[src/verilog/predecode_params.svh]
// Width, stack depth and architectural register macros for the branch pre-decode stage.
`ifndef PREDECODE_PARAMS_SVH
`define PREDECODE_PARAMS_SVH

// Width of program counters and branch targets.
`define PD_ADDR_W       32

// Instruction word plus decoder side bits.
// Bit 34 selects halfword scaling of the branch offset.
`define PD_INSTR_W      35

// Number of return-address stack entries.
`define PD_RAS_DEPTH    8

// Architectural register numbers.
`define PD_REG_PC       15
`define PD_REG_LR       14
`define PD_REG_SP       13

`endif

[src/verilog/predecode_pkg.sv]
// Shared branch-state, instruction-class and condition types for the pre-decode stage.
package predecode_pkg;

        //////////////////////////////////////////////////////////////
        // Two-bit branch predictor state.
        //////////////////////////////////////////////////////////////

        typedef enum logic [1:0]
        {
                SNT = 2'd0,     // Strongly not taken.
                WNT = 2'd1,     // Weakly not taken.
                WT  = 2'd2,     // Weakly taken.
                ST  = 2'd3      // Strongly taken.
        } branch_state_t;

        //////////////////////////////////////////////////////////////
        // Instruction classes seen by the branch predictor.
        //////////////////////////////////////////////////////////////

        typedef enum logic [2:0]
        {
                CALL       = 3'd0,
                RETURN     = 3'd1,
                JUMP_TABLE = 3'd2,
                OTHER      = 3'd3,
                NONE       = 3'd4
        } instr_class_t;

        //////////////////////////////////////////////////////////////
        // Condition field.
        //////////////////////////////////////////////////////////////

        typedef logic [3:0] cond_t;

        // Unconditional execution.
        localparam cond_t COND_AL = 4'b1110;

endpackage

[src/verilog/branch_classifier.sv]
// Branch classifier that decodes instruction class, link bit, condition and call offset.
`timescale 1ns/1ns
`include "predecode_params.svh"

module branch_classifier
(
        input  logic [`PD_INSTR_W-1:0]          i_instruction,
        input  logic                            i_instruction_valid,

        output predecode_pkg::instr_class_t     o_class,
        output logic                            o_link,
        output predecode_pkg::cond_t            o_cond,
        output logic [`PD_ADDR_W-1:0]           o_offset
);

import predecode_pkg::*;

// Data processing opcodes.
localparam logic [3:0] OP_ADD = 4'b0100;
localparam logic [3:0] OP_MOV = 4'b1101;

logic                   is_call;
logic                   is_bx_lr;
logic                   is_mov_pc_lr;
logic                   is_ldm_pc;
logic                   is_ldr_pc;
logic                   is_dp_pc;
logic [`PD_ADDR_W-1:0]  offset_ext;

//////////////////////////////////////////////////////////////
// Pattern matching.
//////////////////////////////////////////////////////////////

assign is_call      = i_instruction[27:25] == 3'b101;
assign is_bx_lr     = i_instruction[27:4] == 24'h12FFF1 &&
                      i_instruction[3:0] == 4'(`PD_REG_LR);
assign is_mov_pc_lr = i_instruction[34:32] == 3'd0 &&
                      i_instruction[27:16] == 12'b0001_1010_0000 &&
                      i_instruction[15:12] == 4'(`PD_REG_PC) &&
                      i_instruction[11:4] == 8'd0 &&
                      i_instruction[3:0] == 4'(`PD_REG_LR);
assign is_ldm_pc    = i_instruction[27:25] == 3'b100 && i_instruction[20] &&
                      i_instruction[15];

// Immediate form, or register form with an immediate shift.
assign is_ldr_pc    = i_instruction[27:26] == 2'b01 &&
                      (!i_instruction[25] || !i_instruction[4]) &&
                      i_instruction[20] && i_instruction[15:12] == 4'(`PD_REG_PC);

// Register-shifted-register forms are excluded.
assign is_dp_pc     = i_instruction[27:26] == 2'b00 &&
                      i_instruction[15:12] == 4'(`PD_REG_PC) &&
                      (i_instruction[25] || !i_instruction[4] || !i_instruction[7]) &&
                      (i_instruction[24:21] == OP_ADD || i_instruction[24:21] == OP_MOV);

always_comb
begin
        if ( !i_instruction_valid )
                o_class = NONE;
        else if ( is_call )
                o_class = CALL;
        else if ( is_bx_lr || is_mov_pc_lr || is_ldm_pc ||
                  (is_ldr_pc && i_instruction[19:16] == 4'(`PD_REG_SP)) )
                o_class = RETURN;
        else if ( is_ldr_pc || is_dp_pc )
                o_class = JUMP_TABLE;
        else
                o_class = OTHER;
end

//////////////////////////////////////////////////////////////
// Fields.
//////////////////////////////////////////////////////////////

assign o_link     = i_instruction[24];
assign o_cond     = i_instruction[31:28];
assign offset_ext = {{(`PD_ADDR_W-24){i_instruction[23]}}, i_instruction[23:0]};

// Halfword scaling in Thumb, word scaling otherwise.
assign o_offset   = i_instruction[34] ? offset_ext << 1 : offset_ext << 2;

endmodule

[src/verilog/branch_resolver.sv]
// Branch resolver that confirms or overrides the fetch prediction and drives the stack.
`timescale 1ns/1ns

module branch_resolver
#(
        parameter int ADDR_W = 32
)
(
        input  predecode_pkg::instr_class_t     i_class,
        input  logic                            i_link,
        input  predecode_pkg::cond_t            i_cond,
        input  logic [ADDR_W-1:0]               i_offset,
        input  logic [ADDR_W-1:0]               i_pc,
        input  logic [ADDR_W-1:0]               i_pc_plus_8,
        input  logic                            i_thumb,
        input  predecode_pkg::branch_state_t    i_taken,
        input  logic                            i_pred_valid,
        input  logic [ADDR_W-1:0]               i_pred_target,
        input  logic [ADDR_W-1:0]               i_top_addr,
        input  logic [ADDR_W-1:0]               i_ppc_prev,

        output predecode_pkg::branch_state_t    o_taken_nxt,
        output logic [ADDR_W-1:0]               o_ppc_nxt,
        output logic                            o_clear_nxt,
        output logic [ADDR_W-1:0]               o_pc_from_decode_nxt,
        output logic                            o_push,
        output logic                            o_pop,
        output logic [ADDR_W-1:0]               o_push_addr,
        output logic                            o_clear_btb
);

import predecode_pkg::*;

logic [ADDR_W-1:0]      seq_pc;
logic [ADDR_W-1:0]      target;
logic                   take;
logic                   mispredict;

assign seq_pc      = i_pc + (i_thumb ? ADDR_W'(2) : ADDR_W'(4));
assign o_push_addr = seq_pc;

// Taken if the predictor leans taken or the branch cannot fail.
assign take       = i_taken == WT || i_taken == ST || i_cond == COND_AL;
assign target     = (i_class == CALL) ? i_pc_plus_8 + i_offset : i_top_addr;
assign mispredict = !i_pred_valid || i_pred_target != target;

always_comb
begin
        o_taken_nxt          = i_taken;
        o_ppc_nxt            = i_ppc_prev;
        o_clear_nxt          = 1'b0;
        o_pc_from_decode_nxt = '0;
        o_push               = 1'b0;
        o_pop                = 1'b0;
        o_clear_btb          = 1'b0;

        case ( i_class )
        CALL, RETURN:
        begin
                if ( take )
                begin
                        o_pc_from_decode_nxt = target;
                        o_ppc_nxt            = target;
                        o_clear_nxt          = mispredict;
                        o_push               = i_class == CALL && i_link;
                        o_pop                = i_class == RETURN;

                        if ( i_cond == COND_AL )
                                o_taken_nxt = ST;
                end
                else
                begin
                        o_ppc_nxt = seq_pc;
                end
        end

        JUMP_TABLE:
        begin
                // Trust the BTB.
        end

        OTHER:
        begin
                o_taken_nxt = SNT;

                // A non-branch cannot have a target, so the BTB entry is stale.
                if ( i_pred_valid )
                begin
                        o_clear_nxt          = 1'b1;
                        o_pc_from_decode_nxt = seq_pc;
                        o_ppc_nxt            = seq_pc;
                        o_clear_btb          = 1'b1;
                end
        end

        default:
        begin
                o_taken_nxt = SNT;
        end
        endcase
end

endmodule

[src/verilog/predecode_pipe_reg.sv]
// Output register of the pre-decode stage with clear/stall priority and redirect bubble.
`timescale 1ns/1ns

module predecode_pipe_reg
#(
        parameter int ADDR_W  = 32,
        parameter int INSTR_W = 35
)
(
        input  logic                            i_clk,
        input  logic                            i_reset,

        // From high to low priority.
        input  logic                            i_clear_from_writeback,
        input  logic                            i_data_stall,
        input  logic                            i_clear_from_alu,
        input  logic                            i_stall_from_shifter,
        input  logic                            i_stall_from_issue,

        input  logic [INSTR_W-1:0]              i_instruction_nxt,
        input  logic                            i_instruction_valid_nxt,
        input  logic [ADDR_W-1:0]               i_pc_nxt,
        input  logic [ADDR_W-1:0]               i_pc_plus_8_nxt,
        input  predecode_pkg::branch_state_t    i_taken_nxt,
        input  logic [ADDR_W-1:0]               i_ppc_nxt,
        input  logic                            i_clear_nxt,
        input  logic [ADDR_W-1:0]               i_pc_from_decode_nxt,

        output logic [INSTR_W-1:0]              o_instruction,
        output logic                            o_instruction_valid,
        output logic [ADDR_W-1:0]               o_pc,
        output logic [ADDR_W-1:0]               o_pc_plus_8,
        output predecode_pkg::branch_state_t    o_taken,
        output logic [ADDR_W-1:0]               o_ppc,
        output logic                            o_clear_from_decode,
        output logic [ADDR_W-1:0]               o_pc_from_decode,
        output logic                            o_advance
);

import predecode_pkg::*;

// New values load only when nothing clears, stalls or bubbles the stage.
assign o_advance = !(i_clear_from_writeback || i_data_stall || i_clear_from_alu ||
                     i_stall_from_shifter || i_stall_from_issue || o_clear_from_decode);

always_ff @ (posedge i_clk)
begin
        if ( i_reset || (o_clear_from_decode && !i_clear_from_writeback &&
                         !i_data_stall && !i_clear_from_alu &&
                         !i_stall_from_shifter && !i_stall_from_issue) )
        begin
                // Reset, or the bubble behind our own redirect.
                o_instruction       <= '0;
                o_instruction_valid <= 1'b0;
                o_pc                <= '0;
                o_pc_plus_8         <= '0;
                o_taken             <= SNT;
                o_ppc               <= '0;
                o_clear_from_decode <= 1'b0;
                o_pc_from_decode    <= '0;
        end
        else if ( i_clear_from_writeback || (!i_data_stall && i_clear_from_alu) )
        begin
                // PCs are left alone.
                o_instruction_valid <= 1'b0;
                o_taken             <= SNT;
                o_clear_from_decode <= 1'b0;
        end
        else if ( o_advance )
        begin
                o_instruction       <= i_instruction_nxt;
                o_instruction_valid <= i_instruction_valid_nxt;
                o_pc                <= i_pc_nxt;
                o_pc_plus_8         <= i_pc_plus_8_nxt;
                o_taken             <= i_taken_nxt;
                o_ppc               <= i_ppc_nxt;
                o_clear_from_decode <= i_clear_nxt;
                o_pc_from_decode    <= i_pc_from_decode_nxt;
        end
        // Otherwise a stall holds every output.
end

endmodule

[src/verilog/predecode_top.sv]
// Branch pre-decode stage top level joining classifier, resolver, stack and output register.
`timescale 1ns/1ns
`include "predecode_params.svh"

module predecode_top
(
        input  logic                            i_clk,
        input  logic                            i_reset,

        input  logic [`PD_INSTR_W-1:0]          i_instruction,
        input  logic                            i_instruction_valid,
        input  logic [`PD_ADDR_W-1:0]           i_pc,
        input  logic [`PD_ADDR_W-1:0]           i_pc_plus_8,

        // BTB guess from fetch.
        input  logic                            i_pred_valid,
        input  logic [`PD_ADDR_W-1:0]           i_pred_target,
        input  predecode_pkg::branch_state_t    i_taken,
        input  logic                            i_thumb,

        // From high to low priority.
        input  logic                            i_clear_from_writeback,
        input  logic                            i_data_stall,
        input  logic                            i_clear_from_alu,
        input  logic                            i_stall_from_shifter,
        input  logic                            i_stall_from_issue,

        output logic [`PD_INSTR_W-1:0]          o_instruction,
        output logic                            o_instruction_valid,
        output logic [`PD_ADDR_W-1:0]           o_pc,
        output logic [`PD_ADDR_W-1:0]           o_pc_plus_8,
        output logic [`PD_ADDR_W-1:0]           o_ppc,
        output predecode_pkg::branch_state_t    o_taken,
        output logic                            o_clear_from_decode,
        output logic [`PD_ADDR_W-1:0]           o_pc_from_decode,
        output logic                            o_clear_btb
);

import predecode_pkg::*;

instr_class_t           cls;
cond_t                  cond;
logic                   link;
logic [`PD_ADDR_W-1:0]  offset;
branch_state_t          taken_nxt;
logic [`PD_ADDR_W-1:0]  ppc_nxt;
logic                   clear_nxt;
logic [`PD_ADDR_W-1:0]  pc_from_decode_nxt;
logic                   ras_push;
logic                   ras_pop;
logic [`PD_ADDR_W-1:0]  ras_push_addr;
logic [`PD_ADDR_W-1:0]  ras_top_addr;
logic                   advance;

//////////////////////////////////////////////////////////////
// Decode and prediction.
//////////////////////////////////////////////////////////////

branch_classifier u_branch_classifier
(
        .i_instruction          (i_instruction),
        .i_instruction_valid    (i_instruction_valid),
        .o_class                (cls),
        .o_link                 (link),
        .o_cond                 (cond),
        .o_offset               (offset)
);

branch_resolver #(.ADDR_W(`PD_ADDR_W)) u_branch_resolver
(
        .i_class                (cls),
        .i_link                 (link),
        .i_cond                 (cond),
        .i_offset               (offset),
        .i_pc                   (i_pc),
        .i_pc_plus_8            (i_pc_plus_8),
        .i_thumb                (i_thumb),
        .i_taken                (i_taken),
        .i_pred_valid           (i_pred_valid),
        .i_pred_target          (i_pred_target),
        .i_top_addr             (ras_top_addr),
        .i_ppc_prev             (o_ppc),
        .o_taken_nxt            (taken_nxt),
        .o_ppc_nxt              (ppc_nxt),
        .o_clear_nxt            (clear_nxt),
        .o_pc_from_decode_nxt   (pc_from_decode_nxt),
        .o_push                 (ras_push),
        .o_pop                  (ras_pop),
        .o_push_addr            (ras_push_addr),
        .o_clear_btb            (o_clear_btb)
);

//////////////////////////////////////////////////////////////
// State.
//////////////////////////////////////////////////////////////

// Stack moves on the same edge as the outputs.
return_addr_stack u_return_addr_stack
(
        .i_clk                  (i_clk),
        .i_reset                (i_reset),
        .i_advance              (advance),
        .i_push                 (ras_push),
        .i_pop                  (ras_pop),
        .i_push_addr            (ras_push_addr),
        .o_top_addr             (ras_top_addr)
);

predecode_pipe_reg #(.ADDR_W(`PD_ADDR_W), .INSTR_W(`PD_INSTR_W)) u_predecode_pipe_reg
(
        .i_clk                  (i_clk),
        .i_reset                (i_reset),
        .i_clear_from_writeback (i_clear_from_writeback),
        .i_data_stall           (i_data_stall),
        .i_clear_from_alu       (i_clear_from_alu),
        .i_stall_from_shifter   (i_stall_from_shifter),
        .i_stall_from_issue     (i_stall_from_issue),
        .i_instruction_nxt      (i_instruction),
        .i_instruction_valid_nxt(i_instruction_valid),
        .i_pc_nxt               (i_pc),
        .i_pc_plus_8_nxt        (i_pc_plus_8),
        .i_taken_nxt            (taken_nxt),
        .i_ppc_nxt              (ppc_nxt),
        .i_clear_nxt            (clear_nxt),
        .i_pc_from_decode_nxt   (pc_from_decode_nxt),
        .o_instruction          (o_instruction),
        .o_instruction_valid    (o_instruction_valid),
        .o_pc                   (o_pc),
        .o_pc_plus_8            (o_pc_plus_8),
        .o_taken                (o_taken),
        .o_ppc                  (o_ppc),
        .o_clear_from_decode    (o_clear_from_decode),
        .o_pc_from_decode       (o_pc_from_decode),
        .o_advance              (advance)
);

endmodule

[src/verilog/return_addr_stack.sv]
// Circular return-address stack with push, pop and a registered pointer.
`timescale 1ns/1ns
`include "predecode_params.svh"

module return_addr_stack
(
        input  logic                            i_clk,
        input  logic                            i_reset,

        // Push and pop commit only when the stage advances.
        input  logic                            i_advance,
        input  logic                            i_push,
        input  logic                            i_pop,
        input  logic [`PD_ADDR_W-1:0]           i_push_addr,

        output logic [`PD_ADDR_W-1:0]           o_top_addr
);

localparam int PTR_W = $clog2(`PD_RAS_DEPTH);

logic [`PD_ADDR_W-1:0]  ras_mem [`PD_RAS_DEPTH];
logic [PTR_W-1:0]       ras_ptr;
logic [PTR_W-1:0]       top_idx;

// Most recent entry sits just below the pointer.
assign top_idx    = ras_ptr - 1'b1;
assign o_top_addr = ras_mem[top_idx];

//////////////////////////////////////////////////////////////
// Pointer.
//////////////////////////////////////////////////////////////

always_ff @ (posedge i_clk)
begin
        if ( i_reset )
                ras_ptr <= '0;
        else if ( i_advance && i_push )
                ras_ptr <= ras_ptr + 1'b1;      // Wraps, oldest entry is overwritten.
        else if ( i_advance && i_pop )
                ras_ptr <= top_idx;
end

//////////////////////////////////////////////////////////////
// Entries.
//////////////////////////////////////////////////////////////

always_ff @ (posedge i_clk)
begin
        if ( i_advance && i_push )
                ras_mem[ras_ptr] <= i_push_addr;
end

endmodule
[config.mk]
export PLATFORM = sky130hd
export DESIGN_NAME = predecode_top
export DESIGN_NICKNAME = d
export VERILOG_FILES = /design/src/verilog/predecode_pkg.sv /design/src/verilog/branch_classifier.sv /design/src/verilog/branch_resolver.sv /design/src/verilog/predecode_pipe_reg.sv /design/src/verilog/predecode_top.sv /design/src/verilog/return_addr_stack.sv
export VERILOG_INCLUDE_DIRS = /design/src /design/src/verilog
export SDC_FILE = /design/constraint.sdc
export NUM_CORES = 1
export LEC_CHECK = 0
export BUFFER_PORTS_ARGS = -buffer_cell sky130_fd_sc_hd__buf_4
export CAP_MARGIN = 20
export CELL_PAD_IN_SITES_DETAIL_PLACEMENT = 0
export CELL_PAD_IN_SITES_GLOBAL_PLACEMENT = 1
export CORE_MARGIN = 5
export CORE_UTILIZATION = 50
export CTS_BUF_LIST = sky130_fd_sc_hd__clkbuf_2 sky130_fd_sc_hd__clkbuf_4 sky130_fd_sc_hd__clkbuf_8
export DETAILED_ROUTE_END_ITERATION = 10
export GPL_TIMING_DRIVEN = 0
export MAX_ROUTING_LAYER = met4
export PLACE_DENSITY_LB_ADDON = 0.1
export SETUP_SLACK_MARGIN = 0.1
export SLEW_MARGIN = 20
export SYNTH_ARGS = -nofsm -noshare
export SYNTH_HDL_FRONTEND = slang
export SYNTH_SLANG_ARGS = --single-unit
[constraint.sdc]
create_clock -name i_clk -period 10.4 [get_ports i_clk]
set_input_delay 2.08 -clock i_clk [delete_from_list [all_inputs] [get_ports i_clk]]
set_output_delay 2.08 -clock i_clk [all_outputs]
set_load 0.005 [all_outputs]
==> results by group, run 1 <==
Status
  – Status: complete, no violations

Clocking
  – Worst-path clk slew: 0.06 ns
  – Clock Latency Late Sink: 0.65 ns
  – Root buf cell: clkbuf_8
  – Cts hold-fix bufs: 0
  – Num CTS Buffers: 73
  – Post-CTS Repair Setup Buffers: 0
  – Number of clock sinks: 426
  – H-tree depth: 3
  – Cts repair resizes: 0
  – CTS Buffer Depth: 3
  – CTS tree: done

Routing
  – Routed Antenna Nets: 0
  – Post-Route WL: 72,900 um
  – Iteration-0 DRC Markers: 1,892
  – DR DRC count: 0
  – Wirelength per Cell: 25.8 um
  – Via count: 17,100
  – Via density: 6.05
  – DRT Pass-1 Iters: 6

GRT
  – Initial antenna violation count: 1
  – Overflow after GRT: 0
  – All-Layer GR Usage: 32.4%
  – Vias in the first global route: 16,200
  – First-pass GRT wire length: 104,000 um
  – Largest net degree at the start of global routing: 23

Logic synthesis
  – Mux cell area share after synthesis: 9.65%
  – Sequential cell area fraction in the yosys report: 54.6%
  – Compound-Gate Fraction of Synth Area: 13.2%
  – Largest family of logic cells by synthesized area: simple AND/OR/NAND/NOR gates
  – Post-synth EDFFs: 256
  – Unique masters post-synth: 86
  – Syn nets: 2,027
  – Yosys warns: 0
  – Post-Synth Adder-Cell Area: 2.29%
  – Main flop type after synthesis: edfxtp_1
  – Mapped Cells: 1,848
  – Asr flop ratio synth: 0%
  – Synth Area in Simple Gates: 13.7%
  – Syn avg cell area: 11.0 um2
  – Post-Synth XOR/XNOR Area: 3.09%
  – Synthesized cell area: 20,300 um2
  – Seq cells post-synth: 426

Pwr
  – P per Cell Area: 149 nW/um2
  – Lkg Pwr: 0.00914 uW
  – Max IR drop VDD: 0.000137 V
  – Power after layout: 3740 uW

Placed design
  – Detailed Place HPWL: 55,600 um
  – IO buf count: 308
  – Routability cong.: 1.02

Timing
  – Clock skew: 0.0303 ns
  – Slew Viols, Final: 0
  – Setup TNS: 0 ns
  – Rel. slew slack: 17.3%
  – Worst slew pin tran: 1.23 ns
  – Max frequency: 140 MHz
  – Post-layout min period: 7.15 ns
  – Unrepaired setup endpoints after global routing: false
  – Tcrit/Tclk final: 68.7%
  – Hold Violations, Final: 0
  – # setup viols final: 0

Cells and area
  – Ratio of cells with drive above 1 in the final layout: 26.0%
  – Area Growth Syn to Fin: 23.3%
  – Nets: 2,424

Worst setup path
  – CP endpoint kind: flip-flop
  – Worst Path Arrival: 7.64 ns
  – Worst Path Required: 10.89 ns
  – Startpoint types: input port
  – Critical path type: input port to flip-flop
  – Peak fanout along the critical path: 10

Floorplan
  – Core Region: 39,900 um2
  – IO Pins: 311
  – Initial Util: 50.9%
  – Die Span Y: 212 um
  – DIE AREA: 44,700 um2
  – Die width: 212 um
  – Row cnt: 73

Run
  – Maxcap violations: 0

Worst hold path
  – Worst hold-check path type: flip-flop to flip-flop
[cell usage in the layout (no fill, tap or decap), drive strengths merged, types with 5 or more instances in the layout]
cell type | synthesis | layout
a211o | 6 | 6
a211oi | 23 | 23
a21o | 10 | 10
a21oi | 194 | 194
a221oi | 6 | 6
a22o | 7 | 7
a22oi | 32 | 32
a31oi | 8 | 8
and2 | 10 | 10
and3 | 14 | 14
buf | 29 | 351
clkbuf | 84 | 191
clkinv | 1 | 14
dfxtp | 170 | 170
edfxtp | 256 | 256
ha | 34 | 34
inv | 31 | 35
mux2 | 28 | 28
mux2i | 25 | 25
mux4 | 61 | 61
nand2 | 356 | 356
nand2b | 11 | 11
nand3 | 37 | 37
nand3b | 5 | 5
nand4 | 19 | 19
nor2 | 103 | 103
nor3 | 26 | 26
nor3b | 5 | 5
nor4 | 6 | 6
o211ai | 35 | 35
o21ai | 50 | 50
o22ai | 5 | 5
o2bb2ai | 10 | 10
o31ai | 5 | 5
or2 | 10 | 10
or3 | 9 | 9
xnor2 | 41 | 41
xor2 | 28 | 28
[final timing paths]
path / depth (start not counted) / from / slack, ns / end
hold reg to reg: 2 / u_predecode_pipe_reg.o_ppc[7] / 0.45 / u_predecode_pipe_reg.o_ppc[7]
setup reg to reg: 17 / u_return_addr_stack.ras_ptr[0] / 4.83 / u_predecode_pipe_reg.o_clear_from_decode
hold / removal: 2 / u_predecode_pipe_reg.o_ppc[7] / 0.45 / u_predecode_pipe_reg.o_ppc[7]
setup / recovery: 15 / i_instruction[34] / 3.25 / u_predecode_pipe_reg.o_clear_from_decode
[cells in the mapped netlist (all sizes together), types with 14 or more instances]
library cell    n  area (um2)
nand2         356        1340
edfxtp        256        7690
a21oi         194         975
dfxtp         170        3400
nor2          103         387
clkbuf         84         353
mux4           61        1380
o21ai          50         250
xnor2          41         359
nand3          37         185
o211ai         35         263
ha             34         425
a22oi          32         240
inv            31         116
buf            29         214
mux2           28         315
xor2           28         245
nor3           26         135
mux2i          25         263
a211oi         23         183
nand4          19         119
and3           14        88.8
[registers in the layout (all words and copies together), names as in the netlist]
register                                  cells
u_predecode_pipe_reg.o_clear_from_decode      1
u_predecode_pipe_reg.o_instruction           35
u_predecode_pipe_reg.o_instruction_valid      1
u_predecode_pipe_reg.o_pc                    32
u_predecode_pipe_reg.o_pc_from_decode        32
u_predecode_pipe_reg.o_pc_plus_8             32
u_predecode_pipe_reg.o_ppc                   32
u_predecode_pipe_reg.o_taken                  2
u_return_addr_stack.ras_mem                 256
u_return_addr_stack.ras_ptr                   3
[metrics by stage]
| step | utilization, % | worst slack, ns | hold slack [ns] | instance area [um2] | std cells |
|---|---|---|---|---|---|
| floorplan | - | 3.93 | 0.448 | 20300 | 1848 |
| global placement | 58.3 | 0.358 | 0.442 | 23300 | 2681 |
| detailed placement | 59.0 | 2.92 | 0.447 | 23500 | 2695 |
| CTS | 62.7 | 3.58 | 0.456 | 25000 | 2823 |
| global route | 62.7 | 3.14 | 0.473 | 25000 | 2824 |
| finish | 62.7 | 3.25 | 0.453 | 25000 | 2826 |
[power breakdown]
group | internal (uW) | switching [uW]
combinational | 143 | 256
sequential | 1800 | 3.88
clock | 837 | 704
[critical path, cell delays in order]
cell	delay [ns]
clkbuf_1	0.36
buf_1	0.47
mux2_2	0.41
ha_1	0.34
a21oi_1	0.30
o211ai_1	0.33
a211oi_1	0.75
o211a_1	0.35
nor3_1	0.08
o21ai_0	0.29
a31oi_1	0.30
a2111oi_0	0.57
nand3b_1	0.19
nor4_2	0.69
o21ai_1	0.12
[per-layer routing]
metal | vias up | wire (um) | GRT usage, % | part of all wire (%)
met5 | - | 0 | - | 0
met4 | 0 | 2670 | 10.9 | 3.7
met3 | 150 | 7860 | 7.10 | 11
met2 | 1082 | 32900 | 48.5 | 45
met1 | 8248 | 29500 | 44.1 | 40
li1 | 7629 | - | - | -
[kinds of logic after synthesis]
kind of cell / after synthesis
buffers and inverters: 145
muxes: 114
AOI/OAI and AO/OA: 426
xor gates and xnor gates: 70
and+or+nand+nor: 631
DFF: 426
adders and majority gates: 36
[cell type report]
type                       instances  area (um2)
buffer                           113         567
tap                              525         657
clock buffer                     107        1300
timing repair buffer             322        2500
clock inverter                    21         161
multi-input combinational       1277        8620
sequential                       426       11100
inverter                          32         120
antenna                            3        7.51
fill                            3259       14900
Power figures use the tool's default switching activity.
==> run 2: changes to the inputs <==
--- a/config.mk
+++ b/config.mk
@@ -11,7 +11,7 @@
 export CELL_PAD_IN_SITES_DETAIL_PLACEMENT = 0
 export CELL_PAD_IN_SITES_GLOBAL_PLACEMENT = 1
 export CORE_MARGIN = 5
-export CORE_UTILIZATION = 50
+export CORE_UTILIZATION = 47
 export CTS_BUF_LIST = sky130_fd_sc_hd__clkbuf_2 sky130_fd_sc_hd__clkbuf_4 sky130_fd_sc_hd__clkbuf_8
 export DETAILED_ROUTE_END_ITERATION = 10
 export GPL_TIMING_DRIVEN = 0
==> constraint.sdc (replaced) <==
create_clock -name i_clk -period 6.65 [get_ports i_clk]
set_input_delay 1.33 -clock i_clk [delete_from_list [all_inputs] [get_ports i_clk]]
set_output_delay 1.33 -clock i_clk [all_outputs]
set_load 0.005 [all_outputs]
==> run 2 against run 1 <==
  * Core utilization shrank 3.7 points
  * Setup slack lost 2.8 ns
  * Sequential share of layout area shrank 0.50 points
  * Via count shrank 0.66%
  * Critical endpoint unchanged
  * Largest power group unchanged
==> results by group, run 2 (synthesized netlist as in run 1, its figures left out) <==
Timing
  – Worst slew pin tran: 1.20 ns (was 1.23 ns)
  – Setup TNS: 0 ns (unchanged)
  – Clock skew: 0.0278 ns (was 0.0303 ns)
  – Tcrit/Tclk final: 93.1%
  – # setup viols final: 0 (unchanged)
  – Hold Violations, Final: 0 (unchanged)
  – Rel. slew slack: 19.1% (was 17.3%)
  – Unrepaired setup endpoints after global routing: false (unchanged)
  – Post-layout min period: 6.19 ns
  – Slew Viols, Final: 0 (unchanged)
  – Max frequency: 162 MHz

Routing
  – Via count: 17,000 (was 17,100)
  – Iteration-0 DRC Markers: 1,941 (was 1,892)
  – Routed Antenna Nets: 0 (unchanged)
  – DR DRC count: 0 (unchanged)
  – Via density: 5.87 (was 6.05)
  – Wirelength per Cell: 25.4 um (was 25.8 um)
  – Post-Route WL: 73,400 um (was 72,900 um)
  – DRT Pass-1 Iters: 6 (unchanged)

Cells and area
  – Commonest non-fill, non-tap cell in the layout: nand2_1 (unchanged)
  – Max reg flops: 256 (unchanged)
  – Multi-input logic area: 8650 um2 (was 8620 um2)
  – Area Growth Syn to Fin: 24.7% (was 23.3%)
  – Final Cell Area: 25,300 um2 (was 25,000 um2)
  – Biggest regs: u_return_addr_stack.ras_mem (256), u_predecode_pipe_reg.o_instruction (35) (unchanged)
  – Layout Cells excl Fill: 2,894 (was 2,826)
  – Largest register by flop count: u_return_addr_stack.ras_mem (unchanged)
  – Fillcell total: 3,588 (was 3,259)
  – Final core occ: 59.0% (was 62.7%)
  – Ratio of cells with drive above 1 in the final layout: 26.3% (was 26.0%)
  – Nets: 2,429 (was 2,424)
  – Commonest non-fill, non-tap cells in the layout: nand2_1, buf_4, edfxtp_1 (unchanged)
  – Storage element area: 11,100 um2 (unchanged)
  – Ant. Diodes: 0 (was 3)

Clocking
  – Worst-path clk slew: 0.06 ns (about the same)
  – Cts hold-fix bufs: 0 (unchanged)
  – Post-CTS Repair Setup Buffers: 0 (unchanged)
  – Num CTS Buffers: 74 (was 73)
  – H-tree depth: 3 (unchanged)
  – Cts repair resizes: 0 (unchanged)
  – Number of clock sinks: 426 (unchanged)
  – Clock Latency Late Sink: 0.67 ns (was 0.65 ns)
  – CTS Buffer Depth: 3 (unchanged)
  – Root buf cell: clkbuf_8 (unchanged)
  – CTS tree: done (unchanged)

Worst setup path
  – Worst Path Arrival: 6.72 ns (was 7.64 ns)
  – Worst path depth: 15 (unchanged)
  – Peak fanout along the critical path: 10 (unchanged)
  – CP max stage cell: a211oi_1 (unchanged)
  – Worst Path Required: 7.18 ns (was 10.89 ns)
  – WP buf/inv: 2 (unchanged)
  – Startpoint types: input port (unchanged)
  – R2R cell count: 18 (was 17)
  – Top cell family by delay on the critical path: compound AO/OA/AOI/OAI gates (unchanged)
  – CP endpoint kind: flip-flop (unchanged)
  – CP peak stage delay: 0.76 ns (was 0.75 ns)
  – Critical path type: input port to flip-flop (unchanged)
  – Worst path cell trace: clkbuf_1 -> buf_1 -> mux2_2 -> ha_1 -> a21oi_1 -> o211ai_1 -> a211oi_1 -> o211a_1 -> nor3_1 -> o21ai_0 -> a31oi_1 -> a2111oi_0 -> nand3b_1 -> nor4_2 -> o21ai_1 (unchanged)

Placed design
  – IO buf count: 308 (unchanged)
  – Detailed Place HPWL: 56,500 um (was 55,600 um)
  – Placed Cells: 2,759 (was 2,695)
  – Dpl cell area: 23,700 um2 (was 23,500 um2)
  – Routability cong.: 0.988 (was 1.02)

Status
  – Status: complete, no violations (unchanged)

Floorplan
  – DIE AREA: 47,500 um2 (was 44,700 um2)
  – Initial Util: 47.3% (was 50.9%)
  – IO Pins: 311 (unchanged)
  – Die width: 218 um (was 212 um)
  – Core Region: 42,900 um2 (was 39,900 um2)
  – Row cnt: 76 (was 73)
  – Die Span Y: 218 um (was 212 um)

GRT
  – All-Layer GR Usage: 31.0% (was 32.4%)
  – First-pass GRT wire length: 106,000 um (was 104,000 um)
  – Overflow after GRT: 0 (unchanged)
  – Vias in the first global route: 16,200 (about the same)
  – Initial antenna violation count: 0 (was 1)
  – Largest net degree at the start of global routing: 22 (was 23)

Worst hold path
  – Worst hold-check path type: flip-flop to flip-flop (unchanged)
  – Hold Path Depth: 2 (unchanged)

Pwr
  – P per Cell Area: 235 nW/um2 (was 149 nW/um2)
  – Power after layout: 5950 uW (was 3740 uW)
  – Lkg Pwr: 0.00925 uW (was 0.00914 uW)
  – Max IR drop VDD: 0.000177 V (was 0.000137 V)

Run
  – Maxcap violations: 0 (unchanged)
-- run 2: cell count changes in the layout (fill, tap and decap cells not counted), sizes merged --
| cell | change |
|---|---|
| buf | +4 |
| clkinv | +10 |
| bufinv | +1 |
| clkinvlp | -2 |
| diode | -3 |
| inv | -2 |
-- run 2: worst min-delay path, cell delays in order (launching register included) --
cell	delay, ns
dfxtp_1	0.30
nand2_1	0.05
a21oi_1	0.05
-- run 2: metrics by stage --
step                hold WS (ns)  setup slack [ns]
global placement           0.443             -2.79
global route               0.470             0.211
finish                     0.452             0.459
detailed placement         0.446           -0.0777
floorplan                  0.448             0.931
CTS                        0.454             0.601
-- run 2: cell type report --
type                    instances  area share [%]
well taps                     585            2.89
clock buffers                 107            5.22
flip-flops and latches        426            43.8
repair buffers                326            10.3
plain buffers                 113            2.24
clock inverters                28           0.939
inverters                      32           0.474
multi-input cells            1277            34.2
-- run 2: path summary, 6_finish.rpt --
kind | from | endpoint | slack, ns
setup / recovery | i_instruction[34] | u_predecode_pipe_reg.o_clear_from_decode | 0.46
setup reg to reg | u_return_addr_stack.ras_ptr[0] | u_predecode_pipe_reg.o_clear_from_decode | 1.14
hold / removal | u_predecode_pipe_reg.o_instruction[12] | u_predecode_pipe_reg.o_instruction[12] | 0.45
hold reg to reg | u_predecode_pipe_reg.o_instruction[12] | u_predecode_pipe_reg.o_instruction[12] | 0.45
-- run 2: power by group --
| part | total [uW] | leakage [uW] | switching (uW) | internal, uW |
|---|---|---|---|---|
| registers | 2820 | 0.00367 | 5.72 | 2810 |
| logic | 624 | 0.00475 | 400 | 224 |
| clock network | 2510 | 0.000828 | 1140 | 1380 |
-- run 2: routing by layer --
metal / track usage (%) / vias to the layer above / part of all wire (%)
li1: - / 7653 / -
met1: 41.9 / 8353 / 41
met2: 47.5 / 859 / 46
met3: 5.57 / 131 / 9.1
met4: 11.0 / 0 / 3.5
met5: - / - / 0
==> run 3: changes to the inputs <==
--- a/config.mk
+++ b/config.mk
@@ -17,6 +17,7 @@
 export GPL_TIMING_DRIVEN = 0
 export MAX_ROUTING_LAYER = met4
 export PLACE_DENSITY_LB_ADDON = 0.1
+export RECOVER_POWER = 100
 export SETUP_SLACK_MARGIN = 0.1
 export SLEW_MARGIN = 20
 export SYNTH_ARGS = -nofsm -noshare
==> run 3 against run 2 <==
  * The flow now finishes with violations (max-capacitance violations, max-slew violations)
  * Wire length fell by 0.10%
  * Power hardly changed
  * Setup slack worse by 0.27 ns
  * Sequential share of layout area up 0.71 points
  * Sequential cell count is the same
  * Final area down 1.6%
  * Non-clock buffer count stayed put
  * Global-route usage stayed put
  * Core utilization fell by 0.94 points
  * Clock skew is 0.0028 ns higher
  * Sequential power is essentially flat
  * Clock power about the same
==> results by group, run 3 (synthesized netlist as in run 1, its figures left out) <==
Status
  – Status: finished with violations (was complete, no violations)
  – Failing checks: max-capacitance violations, max-slew violations

Cells and area
  – Storage element area: 11,100 um2 (unchanged)
  – Ant. Diodes: 0 (unchanged)
  – Nets: 2,429 (unchanged)
  – Biggest regs: u_return_addr_stack.ras_mem (256), u_predecode_pipe_reg.o_instruction (35) (unchanged)
  – Largest register by flop count: u_return_addr_stack.ras_mem (unchanged)
  – Ratio of cells with drive above 1 in the final layout: 23.2% (was 26.3%)
  – Final core occ: 58.1% (was 59.0%)
  – Commonest non-fill, non-tap cells in the layout: nand2_1, edfxtp_1, a21oi_1 (was nand2_1, buf_4, edfxtp_1)
  – Max reg flops: 256 (unchanged)
  – Multi-input logic area: 8530 um2 (was 8650 um2)
  – Fillcell total: 3,690 (was 3,588)
  – Commonest non-fill, non-tap cell in the layout: nand2_1 (unchanged)
  – Area Growth Syn to Fin: 22.7% (was 24.7%)

Floorplan
  – Die width: 218 um (unchanged)
  – Core Region: 42,900 um2 (unchanged)
  – IO Pins: 311 (unchanged)
  – DIE AREA: 47,500 um2 (unchanged)
  – Initial Util: 47.3% (unchanged)
  – Row cnt: 76 (unchanged)
  – Die Span Y: 218 um (unchanged)

Routing
  – Wirelength per Cell: 25.3 um (was 25.4 um)
  – Iteration-0 DRC Markers: 1,924 (was 1,941)
  – Post-Route WL: 73,300 um (was 73,400 um)
  – Via count: 17,000 (about the same)
  – DR DRC count: 0 (unchanged)
  – DRT Pass-1 Iters: 6 (unchanged)
  – Via density: 5.87 (about the same)
  – Routed Antenna Nets: 0 (unchanged)

Worst hold path
  – Hold Path Depth: 2 (unchanged)
  – Worst hold-check path type: flip-flop to flip-flop (unchanged)
  – Worst hold path endpoint: u_predecode_pipe_reg.o_ppc[10] (was u_predecode_pipe_reg.o_instruction[12])
  – Hold_sp: u_predecode_pipe_reg.o_ppc[10] (was u_predecode_pipe_reg.o_instruction[12])

GRT
  – First-pass GRT wire length: 106,000 um (unchanged)
  – Initial antenna violation count: 0 (unchanged)
  – Overflow after GRT: 0 (unchanged)
  – Largest net degree at the start of global routing: 22 (unchanged)
  – Vias in the first global route: 16,200 (unchanged)
  – All-Layer GR Usage: 31.0% (unchanged)

Timing
  – Clock skew: 0.0306 ns (was 0.0278 ns)
  – Max frequency: 155 MHz (was 162 MHz)
  – Unrepaired setup endpoints after global routing: false (unchanged)
  – Setup TNS: 0 ns (unchanged)
  – Hold Violations, Final: 0 (unchanged)
  – Worst slew pin tran: 1.55 ns (was 1.20 ns)
  – Post-layout min period: 6.46 ns (was 6.19 ns)
  – Tcrit/Tclk final: 97.2% (was 93.1%)
  – Slew Viols, Final: 14 (was 0)
  – Rel. slew slack: -3.83% (was 19.1%)
  – # setup viols final: 0 (unchanged)
  – Setup ws final: 0.186 ns (was 0.459 ns)

Clocking
  – Cts repair resizes: 0 (unchanged)
  – Cts hold-fix bufs: 0 (unchanged)
  – CTS Buffer Depth: 3 (unchanged)
  – Number of clock sinks: 426 (unchanged)
  – Post-CTS Repair Setup Buffers: 0 (unchanged)
  – Clock Latency Late Sink: 0.68 ns (was 0.67 ns)
  – Worst-path clk slew: 0.06 ns (about the same)
  – H-tree depth: 3 (unchanged)
  – CTS tree: done (unchanged)
  – Num CTS Buffers: 74 (unchanged)
  – Root buf cell: clkbuf_8 (unchanged)

Pwr
  – P per Cell Area: 239 nW/um2 (was 235 nW/um2)
  – Lkg Pwr: 0.00888 uW (was 0.00925 uW)
  – Power after layout: 5950 uW (about the same)
  – Max IR drop VDD: 0.000178 V (was 0.000177 V)

Placed design
  – IO buf count: 308 (unchanged)
  – Routability cong.: 0.988 (unchanged)
  – DP Worst Slack: -0.0777 ns (unchanged)
  – Detailed Place HPWL: 56,500 um (unchanged)

Worst setup path
  – Startpoint types: input port (unchanged)
  – Worst Path Arrival: 6.84 ns (was 6.72 ns)
  – CP endpoint kind: flip-flop (unchanged)
  – Worst Path Required: 7.02 ns (was 7.18 ns)
  – Start of the worst register-to-register path: u_return_addr_stack.ras_ptr[0] (unchanged)
  – Peak fanout along the critical path: 10 (unchanged)
  – Reg2reg end: u_predecode_pipe_reg.o_clear_from_decode (unchanged)
  – Critical path type: input port to flip-flop (unchanged)
  – Worst reg-to-reg setup slack: 1.06 ns (was 1.14 ns)
  – R2R cell count: 17 (was 18)

Run
  – Maxcap violations: 1 (was 0)
## run 3: worst max path at each step
stage	endpoint	slack (ns)	start
after floorplan	u_return_addr_stack.ras_mem[1][0]	0.93	i_instruction[25]
after global placement	u_return_addr_stack.ras_mem[0][31]	-2.79	i_instruction[25]
after detailed placement	u_predecode_pipe_reg.o_clear_from_decode	-0.08	i_instruction[34]
after CTS	u_predecode_pipe_reg.o_clear_from_decode	0.60	i_instruction[34]
after global routing	u_predecode_pipe_reg.o_clear_from_decode	0.15	i_instruction[34]
final	u_return_addr_stack.ras_mem[1][15]	0.19	i_instruction[25]
## run 3: area by class of cell
cell class / instances / share of cell area, %
Buffer: 113 / 2.19
Clock buffer: 107 / 5.31
Clock inverter: 28 / 0.954
Inverter: 32 / 0.482
Multi-Input combinational cell: 1277 / 34.2
Sequential cell: 426 / 44.5
Tap cell: 585 / 2.94
Timing Repair Buffer: 326 / 9.38
## run 3: critical path: stages
cell and delay (ns):
clkbuf_1 0.30, and4b_1 0.38, clkbuf_1 0.53, clkbuf_1 0.65, buf_6 0.27, clkbuf_1 0.59
nand2_1 0.26, nor3_1 0.60, nand2_1 0.31, nor3_2 0.52, clkbuf_1 0.47, buf_6 0.21
buf_4 0.19, buf_4 0.18
## run 3: through the flow
stage	cell area, um2	hold WS [ns]	std cells
2_1_floorplan	20300	0.448	1848
3_3_place_gp	23300	0.443	2741
5_1_grt	24900	0.469	2894
4_1_cts	25300	0.454	2894
6_report	24900	0.450	2894
3_5_place_dp	23700	0.446	2759
## run 3: per-layer routing
metal	vias up	wire length, um	GRT usage, %
met5	-	0	-
met4	0	3170	11.0
met3	180	6540	5.57
met2	887	33300	47.5
met1	8285	30300	41.9
li1	7646	-	-
## run 3: power by group
| group | switching, uW | leakage, uW | total, uW | internal [uW] |
|---|---|---|---|---|
| Sequential | 5.52 | 0.00367 | 2820 | 2810 |
| Clock | 1140 | 0.000828 | 2520 | 1380 |
| Combinational | 398 | 0.00438 | 615 | 217 |
